===== src/source/pfir_pkg.sv =====
`default_nettype none

package pfir_pkg;

   // phase banks and taps per bank
   localparam int DECIM    = 4;
   localparam int BANK_LEN = 4;
   localparam int N_TAPS   = DECIM * BANK_LEN;

   // counter widths, sized for DECIM and BANK_LEN
   localparam int PHASE_W = 2;
   localparam int TAP_W   = 2;

   // datapath widths
   localparam int SAMPLE_W = 12;
   localparam int COEF_W   = 16;
   localparam int ACC_W    = 32;
   localparam int OUT_W    = 14;

   // coefficient fraction bits, dropped on the way out
   localparam int FRAC_SHIFT = 15;

   typedef logic signed [SAMPLE_W-1:0] sample_t;
   typedef logic signed [COEF_W-1:0]   coef_t;
   typedef logic signed [ACC_W-1:0]    acc_t;
   typedef logic signed [OUT_W-1:0]    out_t;

   // output clip limits
   localparam out_t OUT_MAX = {1'b0, {(OUT_W - 1){1'b1}}};
   localparam out_t OUT_MIN = {1'b1, {(OUT_W - 1){1'b0}}};

   // symmetric lowpass in Q1.15, entry k is h[k]
   // gain is well above unity, so full-scale input clips the output
   localparam coef_t COEF_TABLE [N_TAPS] = '{
      -16'sd1200,
      -16'sd2400,
       16'sd0,
       16'sd6000,
       16'sd14000,
       16'sd22000,
       16'sd28000,
       16'sd32000,
       16'sd32000,
       16'sd28000,
       16'sd22000,
       16'sd14000,
       16'sd6000,
       16'sd0,
      -16'sd2400,
      -16'sd1200
   };

   // sequencer states
   //  SEQ_IDLE waiting for a block to close
   //  SEQ_MAC  one cycle per tap, all banks in parallel
   //  SEQ_SUM  bank results summed into the output register
   typedef enum logic [1:0] {
      SEQ_IDLE,
      SEQ_MAC,
      SEQ_SUM
   } seq_state_t;

endpackage

`default_nettype wire


===== src/source/pfir_bank.sv =====
`timescale 1ns/1ps
`default_nettype none

module pfir_bank #(
   parameter int PHASE = 0
) (
   input  logic                        clk,
   input  logic                        rst_n,
   input  logic                        we,
   input  pfir_pkg::sample_t           din,
   input  logic [pfir_pkg::TAP_W-1:0]  tap_idx,
   input  logic                        mac_first,
   input  logic                        mac_en,
   output pfir_pkg::acc_t              acc
);

   import pfir_pkg::*;

   sample_t dline [BANK_LEN];
   coef_t   coef;
   acc_t    prod;

   // delay line, entry 0 is the newest sample of this phase
   always_ff @(posedge clk) begin
      if (!rst_n) begin
         for (int i = 0; i < BANK_LEN; i++) begin
            dline[i] <= '0;
         end
      end else if (we) begin
         dline[0] <= din;
         for (int i = 1; i < BANK_LEN; i++) begin
            dline[i] <= dline[i-1];
         end
      end
   end

   // tap j of this phase is filter tap PHASE + j*DECIM
   assign coef = COEF_TABLE[PHASE + DECIM * int'(tap_idx)];

   // full-width product, no rounding inside the bank
   assign prod = acc_t'(dline[tap_idx]) * acc_t'(coef);

   // multiply-accumulate
   // first tap loads so no separate clear cycle is needed
   always_ff @(posedge clk) begin
      if (!rst_n) begin
         acc <= '0;
      end else if (mac_en) begin
         if (mac_first) begin
            acc <= prod;
         end else begin
            acc <= acc + prod;
         end
      end
   end

endmodule

`default_nettype wire


===== src/source/pfir_control.sv =====
`timescale 1ns/1ps
`default_nettype none

module pfir_control (
   input  logic                        clk,
   input  logic                        rst_n,
   input  logic                        sample_en,
   output logic [pfir_pkg::DECIM-1:0]  bank_we,
   output logic [pfir_pkg::TAP_W-1:0]  tap_idx,
   output logic                        mac_first,
   output logic                        mac_en,
   output logic                        sum_en
);

   import pfir_pkg::*;

   logic [PHASE_W-1:0] phase;
   logic               block_close;
   seq_state_t         state;

   // last sample of a block, it goes to bank 0
   assign block_close = sample_en && (phase == PHASE_W'(DECIM - 1));

   // phase counter, one step per input sample
   always_ff @(posedge clk) begin
      if (!rst_n) begin
         phase <= '0;
      end else if (sample_en) begin
         if (block_close) begin
            phase <= '0;
         end else begin
            phase <= phase + 1'b1;
         end
      end
   end

   // commutator runs from the top bank down
   // phase c writes bank DECIM-1-c
   always_comb begin
      bank_we = '0;
      bank_we[DECIM - 1 - int'(phase)] = sample_en;
   end

   // sequencer
   always_ff @(posedge clk) begin
      if (!rst_n) begin
         state   <= SEQ_IDLE;
         tap_idx <= '0;
      end else begin
         case (state)
            SEQ_IDLE: begin
               if (block_close) begin
                  state   <= SEQ_MAC;
                  tap_idx <= '0;
               end
            end
            SEQ_MAC: begin
               if (tap_idx == TAP_W'(BANK_LEN - 1)) begin
                  state <= SEQ_SUM;
               end else begin
                  tap_idx <= tap_idx + 1'b1;
               end
            end
            SEQ_SUM: begin
               state <= SEQ_IDLE;
            end
            default: begin
               state <= SEQ_IDLE;
            end
         endcase
      end
   end

   // strobes decoded from the state
   assign mac_en    = (state == SEQ_MAC);
   assign mac_first = mac_en && (tap_idx == '0);
   assign sum_en    = (state == SEQ_SUM);

endmodule

`default_nettype wire


===== src/source/pfir_decimator.sv =====
`timescale 1ns/1ps
`default_nettype none

// polyphase decimating FIR, one output per DECIM input samples
// sample_en pulses must be at least BANK_LEN + 2 clocks apart,
// nothing in the design checks this
module pfir_decimator (
   input  logic               clk,
   input  logic               rst_n,
   input  logic               sample_en,
   input  pfir_pkg::sample_t  din,
   output pfir_pkg::out_t     dout,
   output logic               dout_valid
);

   import pfir_pkg::*;

   logic [DECIM-1:0] bank_we;
   logic [TAP_W-1:0] tap_idx;
   logic             mac_first;
   logic             mac_en;
   logic             sum_en;
   acc_t             bank_acc [DECIM];

   pfir_control i_control (
      .clk       (clk),
      .rst_n     (rst_n),
      .sample_en (sample_en),
      .bank_we   (bank_we),
      .tap_idx   (tap_idx),
      .mac_first (mac_first),
      .mac_en    (mac_en),
      .sum_en    (sum_en)
   );

   // din goes to every bank, bank_we picks the one that stores it
   for (genvar p = 0; p < DECIM; p++) begin : g_bank
      pfir_bank #(
         .PHASE (p)
      ) i_bank (
         .clk       (clk),
         .rst_n     (rst_n),
         .we        (bank_we[p]),
         .din       (din),
         .tap_idx   (tap_idx),
         .mac_first (mac_first),
         .mac_en    (mac_en),
         .acc       (bank_acc[p])
      );
   end

   pfir_output i_output (
      .clk        (clk),
      .rst_n      (rst_n),
      .sum_en     (sum_en),
      .bank_acc0  (bank_acc[0]),
      .bank_acc1  (bank_acc[1]),
      .bank_acc2  (bank_acc[2]),
      .bank_acc3  (bank_acc[3]),
      .dout       (dout),
      .dout_valid (dout_valid)
   );

endmodule

`default_nettype wire


===== src/source/pfir_output.sv =====
`timescale 1ns/1ps
`default_nettype none

module pfir_output (
   input  logic            clk,
   input  logic            rst_n,
   input  logic            sum_en,
   input  pfir_pkg::acc_t  bank_acc0,
   input  pfir_pkg::acc_t  bank_acc1,
   input  pfir_pkg::acc_t  bank_acc2,
   input  pfir_pkg::acc_t  bank_acc3,
   output pfir_pkg::out_t  dout,
   output logic            dout_valid
);

   import pfir_pkg::*;

   acc_t                  sum;
   acc_t                  quot;
   logic [FRAC_SHIFT-1:0] frac;
   logic                  round_up;
   acc_t                  rounded;
   out_t                  sat_val;

   // sum of all phase banks
   assign sum = bank_acc0 + bank_acc1 + bank_acc2 + bank_acc3;

   // floor division by 2^FRAC_SHIFT plus the dropped fraction
   assign quot = sum >>> FRAC_SHIFT;
   assign frac = sum[FRAC_SHIFT-1:0];

   // convergent rounding
   // above half always rounds up, exactly half only when quot is odd
   assign round_up = frac[FRAC_SHIFT-1] && ((|frac[FRAC_SHIFT-2:0]) || quot[0]);
   assign rounded  = quot + acc_t'(round_up);

   // clip to the output range
   always_comb begin
      if (rounded > acc_t'(OUT_MAX)) begin
         sat_val = OUT_MAX;
      end else if (rounded < acc_t'(OUT_MIN)) begin
         sat_val = OUT_MIN;
      end else begin
         sat_val = out_t'(rounded);
      end
   end

   // dout holds between valid pulses
   always_ff @(posedge clk) begin
      if (!rst_n) begin
         dout       <= '0;
         dout_valid <= 1'b0;
      end else begin
         dout_valid <= sum_en;
         if (sum_en) begin
            dout <= sat_val;
         end
      end
   end

endmodule

`default_nettype wire


===== config.mk =====
export PLATFORM = sky130hd
export DESIGN_NAME = pfir_decimator
export DESIGN_NICKNAME = d
export VERILOG_FILES = /design/src/source/pfir_pkg.sv /design/src/source/pfir_bank.sv /design/src/source/pfir_control.sv /design/src/source/pfir_decimator.sv /design/src/source/pfir_output.sv
export SDC_FILE = /design/constraint.sdc
export NUM_CORES = 2
export LEC_CHECK = 0
export ABC_CLOCK_PERIOD_IN_PS = 11700
export BUFFER_PORTS_ARGS = -buffer_cell sky130_fd_sc_hd__buf_4
export CAP_MARGIN = 10
export CORE_MARGIN = 2
export CORE_UTILIZATION = 30
export DETAILED_ROUTE_END_ITERATION = 12
export PLACE_DENSITY = 0.41
export SETUP_SLACK_MARGIN = 0.02
export SKIP_LAST_GASP = 1
export SLEW_MARGIN = 25
export SYNTH_ARGS = -nofsm -noshare
export SYNTH_HDL_FRONTEND = slang
export SYNTH_HIERARCHICAL = 1
export SYNTH_SLANG_ARGS = --single-unit

===== constraint.sdc =====
create_clock -name clk -period 11.7 [get_ports clk]
set_input_delay 1.17 -clock clk [delete_from_list [all_inputs] [get_ports clk]]
set_output_delay 1.17 -clock clk [all_outputs]
set_load 0.02 [all_outputs]

# == After elaboration in Yosys (flattened, before gate mapping) ==
# Memories as Yosys holds them, arrays and structs flattened. A register that Yosys moved wholly into a read port is not among the register bits.
# Cells that the tools add are included.
# totals
latchBits,0
inputBits,15
mem_bits_ro,1024
register_bits,149
wordCells,142
output_inout_bits,15
mem_bits_rw,192
mem_count,8
# classes
n_addsub,14
order_cmp,8
muxes,60
eq_ne,7
bitwise,21
shifts,0
mul,4
n_reduce_logical,11
div_mod_pow,0
# mem_list
memory,depth,word_bits,rd,rd_ports_with_merged_regs,write_ports,line,text
(no name shown),16,16,1,0,0,pfir_bank.sv:38,assign coef = COEF_TABLE[PHASE + DECIM * int'(tap_idx)];
(no name shown),16,16,1,0,0,pfir_bank.sv:38,
(no name shown),16,16,1,0,0,pfir_bank.sv:38,
(no name shown),16,16,1,0,0,pfir_bank.sv:38,
g_bank[0].i_bank.dline,4,12,4,1,4,pfir_bank.sv:19,sample_t dline [BANK_LEN];
g_bank[1].i_bank.dline,4,12,4,1,4,pfir_bank.sv:19,
+2 memories,n/a,n/a,n/a,n/a,n/a,n/a,
# ops
cell,count
32-bit adder,7
12-bit two-way mux,16
32-bit by 5-bit greater-or-equal comparator with 1-bit output (second input constant),4
16-bit two-way mux,8
32-bit two-way mux,4
12-bit by 16-bit multiplier with 28-bit output,4
32-bit inverter,3
32-bit by 1-bit greater-or-equal comparator with 1-bit output (second input constant),1
32-bit by 14-bit greater-than comparator with 1-bit output (second input constant),1
32-bit by 14-bit less-than comparator with 1-bit output (second input constant),1
32-bit by 4-bit less-than comparator with 1-bit output (second input constant),1
4-bit inverter with 32-bit output,1
14-bit two-way mux,2
2-bit two-way mux,13
17-bit by 2-bit adder with 18-bit output,1
1-bit bitwise OR,16
1-bit two-way mux,14
14-bit OR reduction,1
2-bit by 4-bit adder with 5-bit output (first input constant),2
2-bit one-hot mux with 2 select lines,2
2-bit equality test (second input constant),3
1-bit by 4-bit adder with 5-bit output (first input constant),1
2-bit by 1-bit adder with 2-bit output (second input constant),2
4-bit bitwise AND,1
11 further kinds,16

# == Depth between registers and ports, before layout ==
# logic_depth
depth_word,10
ltp_mapped,36
mapped_depth_nobuf,33

# == By module ==
# The synthesis kept the hierarchy.
# by_module_without_submodules
module,n_inst,seq_area_each_um2,cells_per_inst,area_each_um2
pfir_bank (g_bank[0].i_bank),1,2001.9,1084,10351.2
pfir_bank (g_bank[3].i_bank),1,2001.9,1073,10166.0
pfir_bank (g_bank[1].i_bank),1,2001.9,1068,10083.4
pfir_bank (g_bank[2].i_bank),1,2001.9,1035,10050.9
pfir_output,1,300.3,646,5027.3
pfir_control,1,120.1,44,391.6

# == Worst setup path before layout ==
# OpenSTA, ideal clock, no wires.
# synth_path
path_kind,flip-flop to flip-flop
startpoint,register i_control/tap_idx[0] (netlist bit)
endpoint,register g_bank[1].i_bank.acc[31]
slack_ps,2019
path_stages_with_launch,36
t_arrival_ps,9561
required_time_ps,11580
period_less_slack_ps,9681
setup_time_ps,120
path_buffers,5
cell_sequence,dfxtp_1 buf_2 buf_1 clkbuf_1 inv_1 clkbuf_1 ha_1 clkbuf_1 and2_1 fa_1 inv_1 fa_1 inv_1 fa_1 fa_1 inv_1 fa_1 inv_1 ha_1 and4_1 o21ai_0 o21ai_0 o41ai_1 o21bai_1 a21oi_1 xnor2_1 ha_1 a21o_1 a21o_1 a21o_1 a2111oi_0 nand3_1 a21oi_1 a21oi_1 mux4_2 o31a_1
# synth_via
elab_chain_cells,8
word_cells_on_any_way,10
cone_classes,2 x add/sub; 1 x mul; 3 x mux; 1 x bitwise; 2 x reduce/logical; 1 x memory
# synth_rtl
element,line,text
"start, declared",pfir_control.sv:9,"output logic [pfir_pkg::TAP_W-1:0] tap_idx,"
"start signal, assigned",pfir_control.sv:61,tap_idx <= tap_idx + 1'b1;
1-bit by 4-bit adder with 5-bit output,pfir_bank.sv:38,
32-bit inverter (not written as such),pfir_bank.sv:38,
memory 16 x 16 bit,n/a,
16-bit two-way mux (not written as such) (2 in series),pfir_bank.sv:38,
12-bit by 16-bit multiplier with 28-bit output,pfir_bank.sv:41,assign prod = acc_t'(dline[tap_idx]) * acc_t'(coef);
32-bit adder,pfir_bank.sv:52,acc <= acc + prod;
32-bit two-way mux *,pfir_bank.sv:49,if (mac_first) begin
"end signal, assigned",pfir_bank.sv:50,acc <= prod;
"end signal, assigned",pfir_bank.sv:52,
"end, declared",pfir_bank.sv:14,output pfir_pkg::acc_t acc
# Every way passes the cells marked *; elsewhere a longest branch is shown, timed or not. The select of a mux whose other input is x is not followed.
# A chain may end at the register's enable or synchronous reset.

# == Worst setup path in the final report ==
# Ends and elaborated chain as after synthesis.

==> results by stage <==
Outcome:
- The run finished with clean final reports.

Logic synthesis:
- The area share of fa/ha/maj cells after synthesis is 37.57%.
- The largest area contributor in the synthesized netlist is fa_1.
- The post-synthesis async set-or-reset flop share is 0%.
- Of the total synthesized cell area, the portion taken by AND, OR, NAND and NOR gates is 13.76%.
- The cell count after synthesis came out at 4950.
- In this run, synthesis inferred 192 flip-flops with an integrated enable.
- The number of different library cells used by synthesis comes to 114.
- By area the synthesized netlist is led by fa_1, edfxtp_1, ha_1.
- The combinational family with the most area after synthesis is adder cells.
- Summing the areas of all compound-gate instances in the mapped netlist gives 13.38% of the synthesized area.
- In this run the mean area of a mapped cell was 9.307 um2.
- The portion of the post-synthesis area used by sequential elements is 18.29%.
- The fraction of synthesized cell area in xor and xnor cells is 4.153%.
- The top cell type by area accounts for 27.03% of the synthesized area.
- The number of warning messages in the yosys log is 6.
- In this run the cell area of the synthesized design comes to 46070 um2.
- The portion of synthesized area spent on multiplexers is 3.319%.
- Among all flip-flop cells after synthesis, the most frequent one is edfxtp_1.
- The post-synthesis sequential element count is 325.

Timing:
- The highest attainable clock frequency is 0.1002 GHz.
- Clock skew on the completed layout was measured at 0.03342 ns.
- The number of hold-slack violations in the final timing report is 0.
- The minimum clock period is 9.978 ns.
- The transition time at the pin with the least slew margin is 0.8811 ns.
- The final sum of negative setup slack is 0 ns.
- Of the available clock period, the critical path in the final layout requires 85.28%.
- Setup repair after global routing left no endpoint under its margin.
- The worst slew margin relative to its limit is 40.76%.
- The tightest hold margin is 0.4921 ns.
- The number of slew-limit violations in the final report was 0.
- Setup violations remaining at the end of the flow were counted as 0.

Layout:
- The most common library cell in the layout ignoring fill and taps is inv_1.
- The area added between synthesis and finish is 8.316%.
- The post-route cell area is 49900 um2.
- After the last flow step, the layout net total stands at 5900.
- The library cells used most frequently in the layout, excluding fill and tap cells, are inv_1, fa_1, ha_1.
- The share of cells above drive strength 1 is 5.658%.

Clocking:
- The H-tree generated during clock tree synthesis spans 2 levels.
- The post-CTS setup-driven buffer insertion count is 0.
- TritonCTS built the clock tree.
- The post-cts gate resize count is 0.
- The clock slew seen by the registers of the worst setup and hold paths is 0.06 ns.
- The clock buffer count from CTS is 47.
- The root buffer selected by CTS is clkbuf_16.
- The later pin in the worst-skew pair is clocked with a latency of 0.65 ns.
- The number of buffers added to fix hold violations after cts is 0.
- The longest clock path from root to sink contains 3 buffers.
- For this design, the sink count on the clock tree is 325.

Global route:
- Across every metal layer, demand over resource in global routing totals 16.82%.
- The number of antenna violations at the first check in global routing was 8.
- The maximum number of pins on one net before global-route repair is 136.
- The first global-routing pass estimated 206200 um of wire.
- The aggregate global routing overflow is 0.
- The via count of the first global-routing pass is 33890.

Setup path:
- STA classifies the critical path startpoint as a flip-flop.
- The number of buffers and inverters on the critical path is 4.
- The register-to-register setup slack is 1.72 ns.
- The kind of cell adding the most delay to the critical path is adder cells.
- On the critical path, the stage with the largest delay is an instance of dfxtp_4.
- The endpoint class of the critical path is a flip-flop.
- The startpoint of the most critical setup path is i_control/tap_idx[0].
- In this design, the critical path's most frequently occurring cell is fa_1.
- The worst register-to-register path ends at g_bank[1].i_bank/acc[31].
- The critical path runs through a total of 31 cells.
- In this run the worst path has a maximum fanout of 43.
- In this run the worst setup path terminates at g_bank[1].i_bank/acc[31].
- At the worst endpoint, the arrival time is 10.51 ns.
- The class of the most critical setup path is flip-flop to flip-flop.
- Data on the critical path is required at its endpoint by 12.23 ns.
- The reg-to-reg critical path startpoint is i_control/tap_idx[0].
- The delay contributed by the slowest stage of the critical path is 0.85 ns.
- The number of cells on the worst reg-to-reg path is 31.

Detailed routing:
- Dividing the detail-routed wire length by the instance count gives 18.86 um.
- For this run, the detailed router's first-pass iteration total came to 5.
- Using the TritonRoute via totals, the vias-per-cell ratio works out to 4.762.
- The total number of vias is 33080.
- The number of nets still failing antenna checks after routing is 0.
- In this run, the number of DRC markers left after iteration 0 of detailed routing was 1975.
- The final layout contains routed wiring with a total length of 131000 um.
- The number of remaining DRC errors is 0.

Placement:
- The wire-length estimate of the detail-placed layout is 105200 um.
- The placed instance area is 48310 um2.
- In this run the tool buffered the top-level ports with 29 buffer cells.
- The placer's final routability congestion estimate is 0.8231.

Floorplanning:
- The number of placed I/O pins is 30.
- The initial core utilization is 30.26%.
- The die footprint is 156700 um2.
- The total number of placement rows is 143.
- The floorplan step set the die width to 395.9 um.
- The core area is 152300 um2.
- The die height is 395.9 um.

Min path:
- The path class of the lowest-slack min-delay path is flip-flop to flip-flop.

Power:
- The power density over the cells is 251.7 nW/um2.
- Total power for the finished layout comes to 0.01256 W.
- Across the VDD grid, the largest voltage drop is 251.0 uV.
- The leakage power total is 23.63 nW.

Flow run:
- The max-cap check violation count is 0.
==> worst min-delay path by stage <==
stage,endpoint,slack (ns),cells past startpoint,start
after floorplan,g_bank[3].i_bank/acc[17],0.46,2,g_bank[3].i_bank/acc[17]
after global placement,g_bank[3].i_bank/acc[17],0.48,2,g_bank[3].i_bank/acc[17]
after detailed placement,g_bank[3].i_bank/acc[17],0.49,2,g_bank[3].i_bank/acc[17]
after CTS,g_bank[3].i_bank/acc[17],0.50,2,g_bank[3].i_bank/acc[17]
after global routing,g_bank[3].i_bank/acc[17],0.52,2,g_bank[3].i_bank/acc[17]
final,g_bank[3].i_bank/acc[17],0.49,2,g_bank[3].i_bank/acc[17]
==> cell families (layout without fill, tap and decap cells) <==
logic type	after synthesis	after routing
fa+ha+maj	1010	1010
simple gates	1226	1226
mux	111	111
buf+inv	1138	1089
xor+xnor	212	212
compound gates	924	924
other cells	4	20
flops	325	325
==> area by class of cell <==
class	count	area [um2]
inverters	948	3558
multi-input cells	3499	33330
fillers	15960	102400
repair buffers	54	446.7
flip-flops and latches	325	8436
clock inverters	29	279.0
diodes	4	10.01
clock buffers	58	1299
well taps	2030	2540
==> stage by stage <==
step	cells	setup slack, ns	utilization, %
final	6947	1.722	32.77
after global routing	6945	1.052	32.77
after CTS	6943	1.705	32.77
after detailed placement	6856	1.761	31.73
after global placement	6855	1.878	31.73
after floorplan	4962	2.019	-
==> registers in the layout, indices dropped and copies added, names as in the netlist <==
signal	flops
i_output/dout_valid	1
g_bank.i_bank/acc	112
i_output/dout	14
i_control/state	2
i_control/phase	2
i_control/tap_idx	2
g_bank.i_bank/dline	192
==> metal layers <==
layer / vias up / routed length (um) / track usage [%]
met5: - / 0 / 0
met4: 0 / 3057 / 4.067
met3: 109 / 4454 / 1.862
met2: 441 / 54890 / 24.90
met1: 16300 / 68650 / 25.88
li1: 16230 / - / -
==> cell usage after synthesis (30+ instances only) <==
master,number
inv_1,947
fa_1,622
ha_1,388
nand2_1,289
a21oi_1,267
nor2_1,248
and3_1,215
o21ai_0,193
edfxtp_1,192
xnor2_1,147
clkbuf_1,137
dfxtp_1,133
and2_1,104
nand2b_1,99
a21o_1,69
xor2_1,60
mux2i_1,59
a211oi_1,52
nand3_1,50
nor3_1,50
nor2b_1,49
o21a_1,45
o21bai_1,37
o211ai_1,36
a31oi_1,33
nand4_1,31
mux4_2,30
==> worst register-to-register path, delay by kind of cell (launching register included) <==
kind,cells,cell delay [ns]
mux,2,0.76
buf+inv,4,0.52
xor+xnor,1,0.17
flops,1,0.85
compound gates,12,3.05
simple gates,5,1.14
fa+ha+maj,7,3.37
==> where the power goes <==
part,total (W),switching (W),internal [W]
Sequential,0.00131,0.0000389,0.00127
Combinational,0.00977,0.00586,0.00391
Clock,0.00148,0.000621,0.000859
No activity file was read; power rests on OpenSTA's default activity.
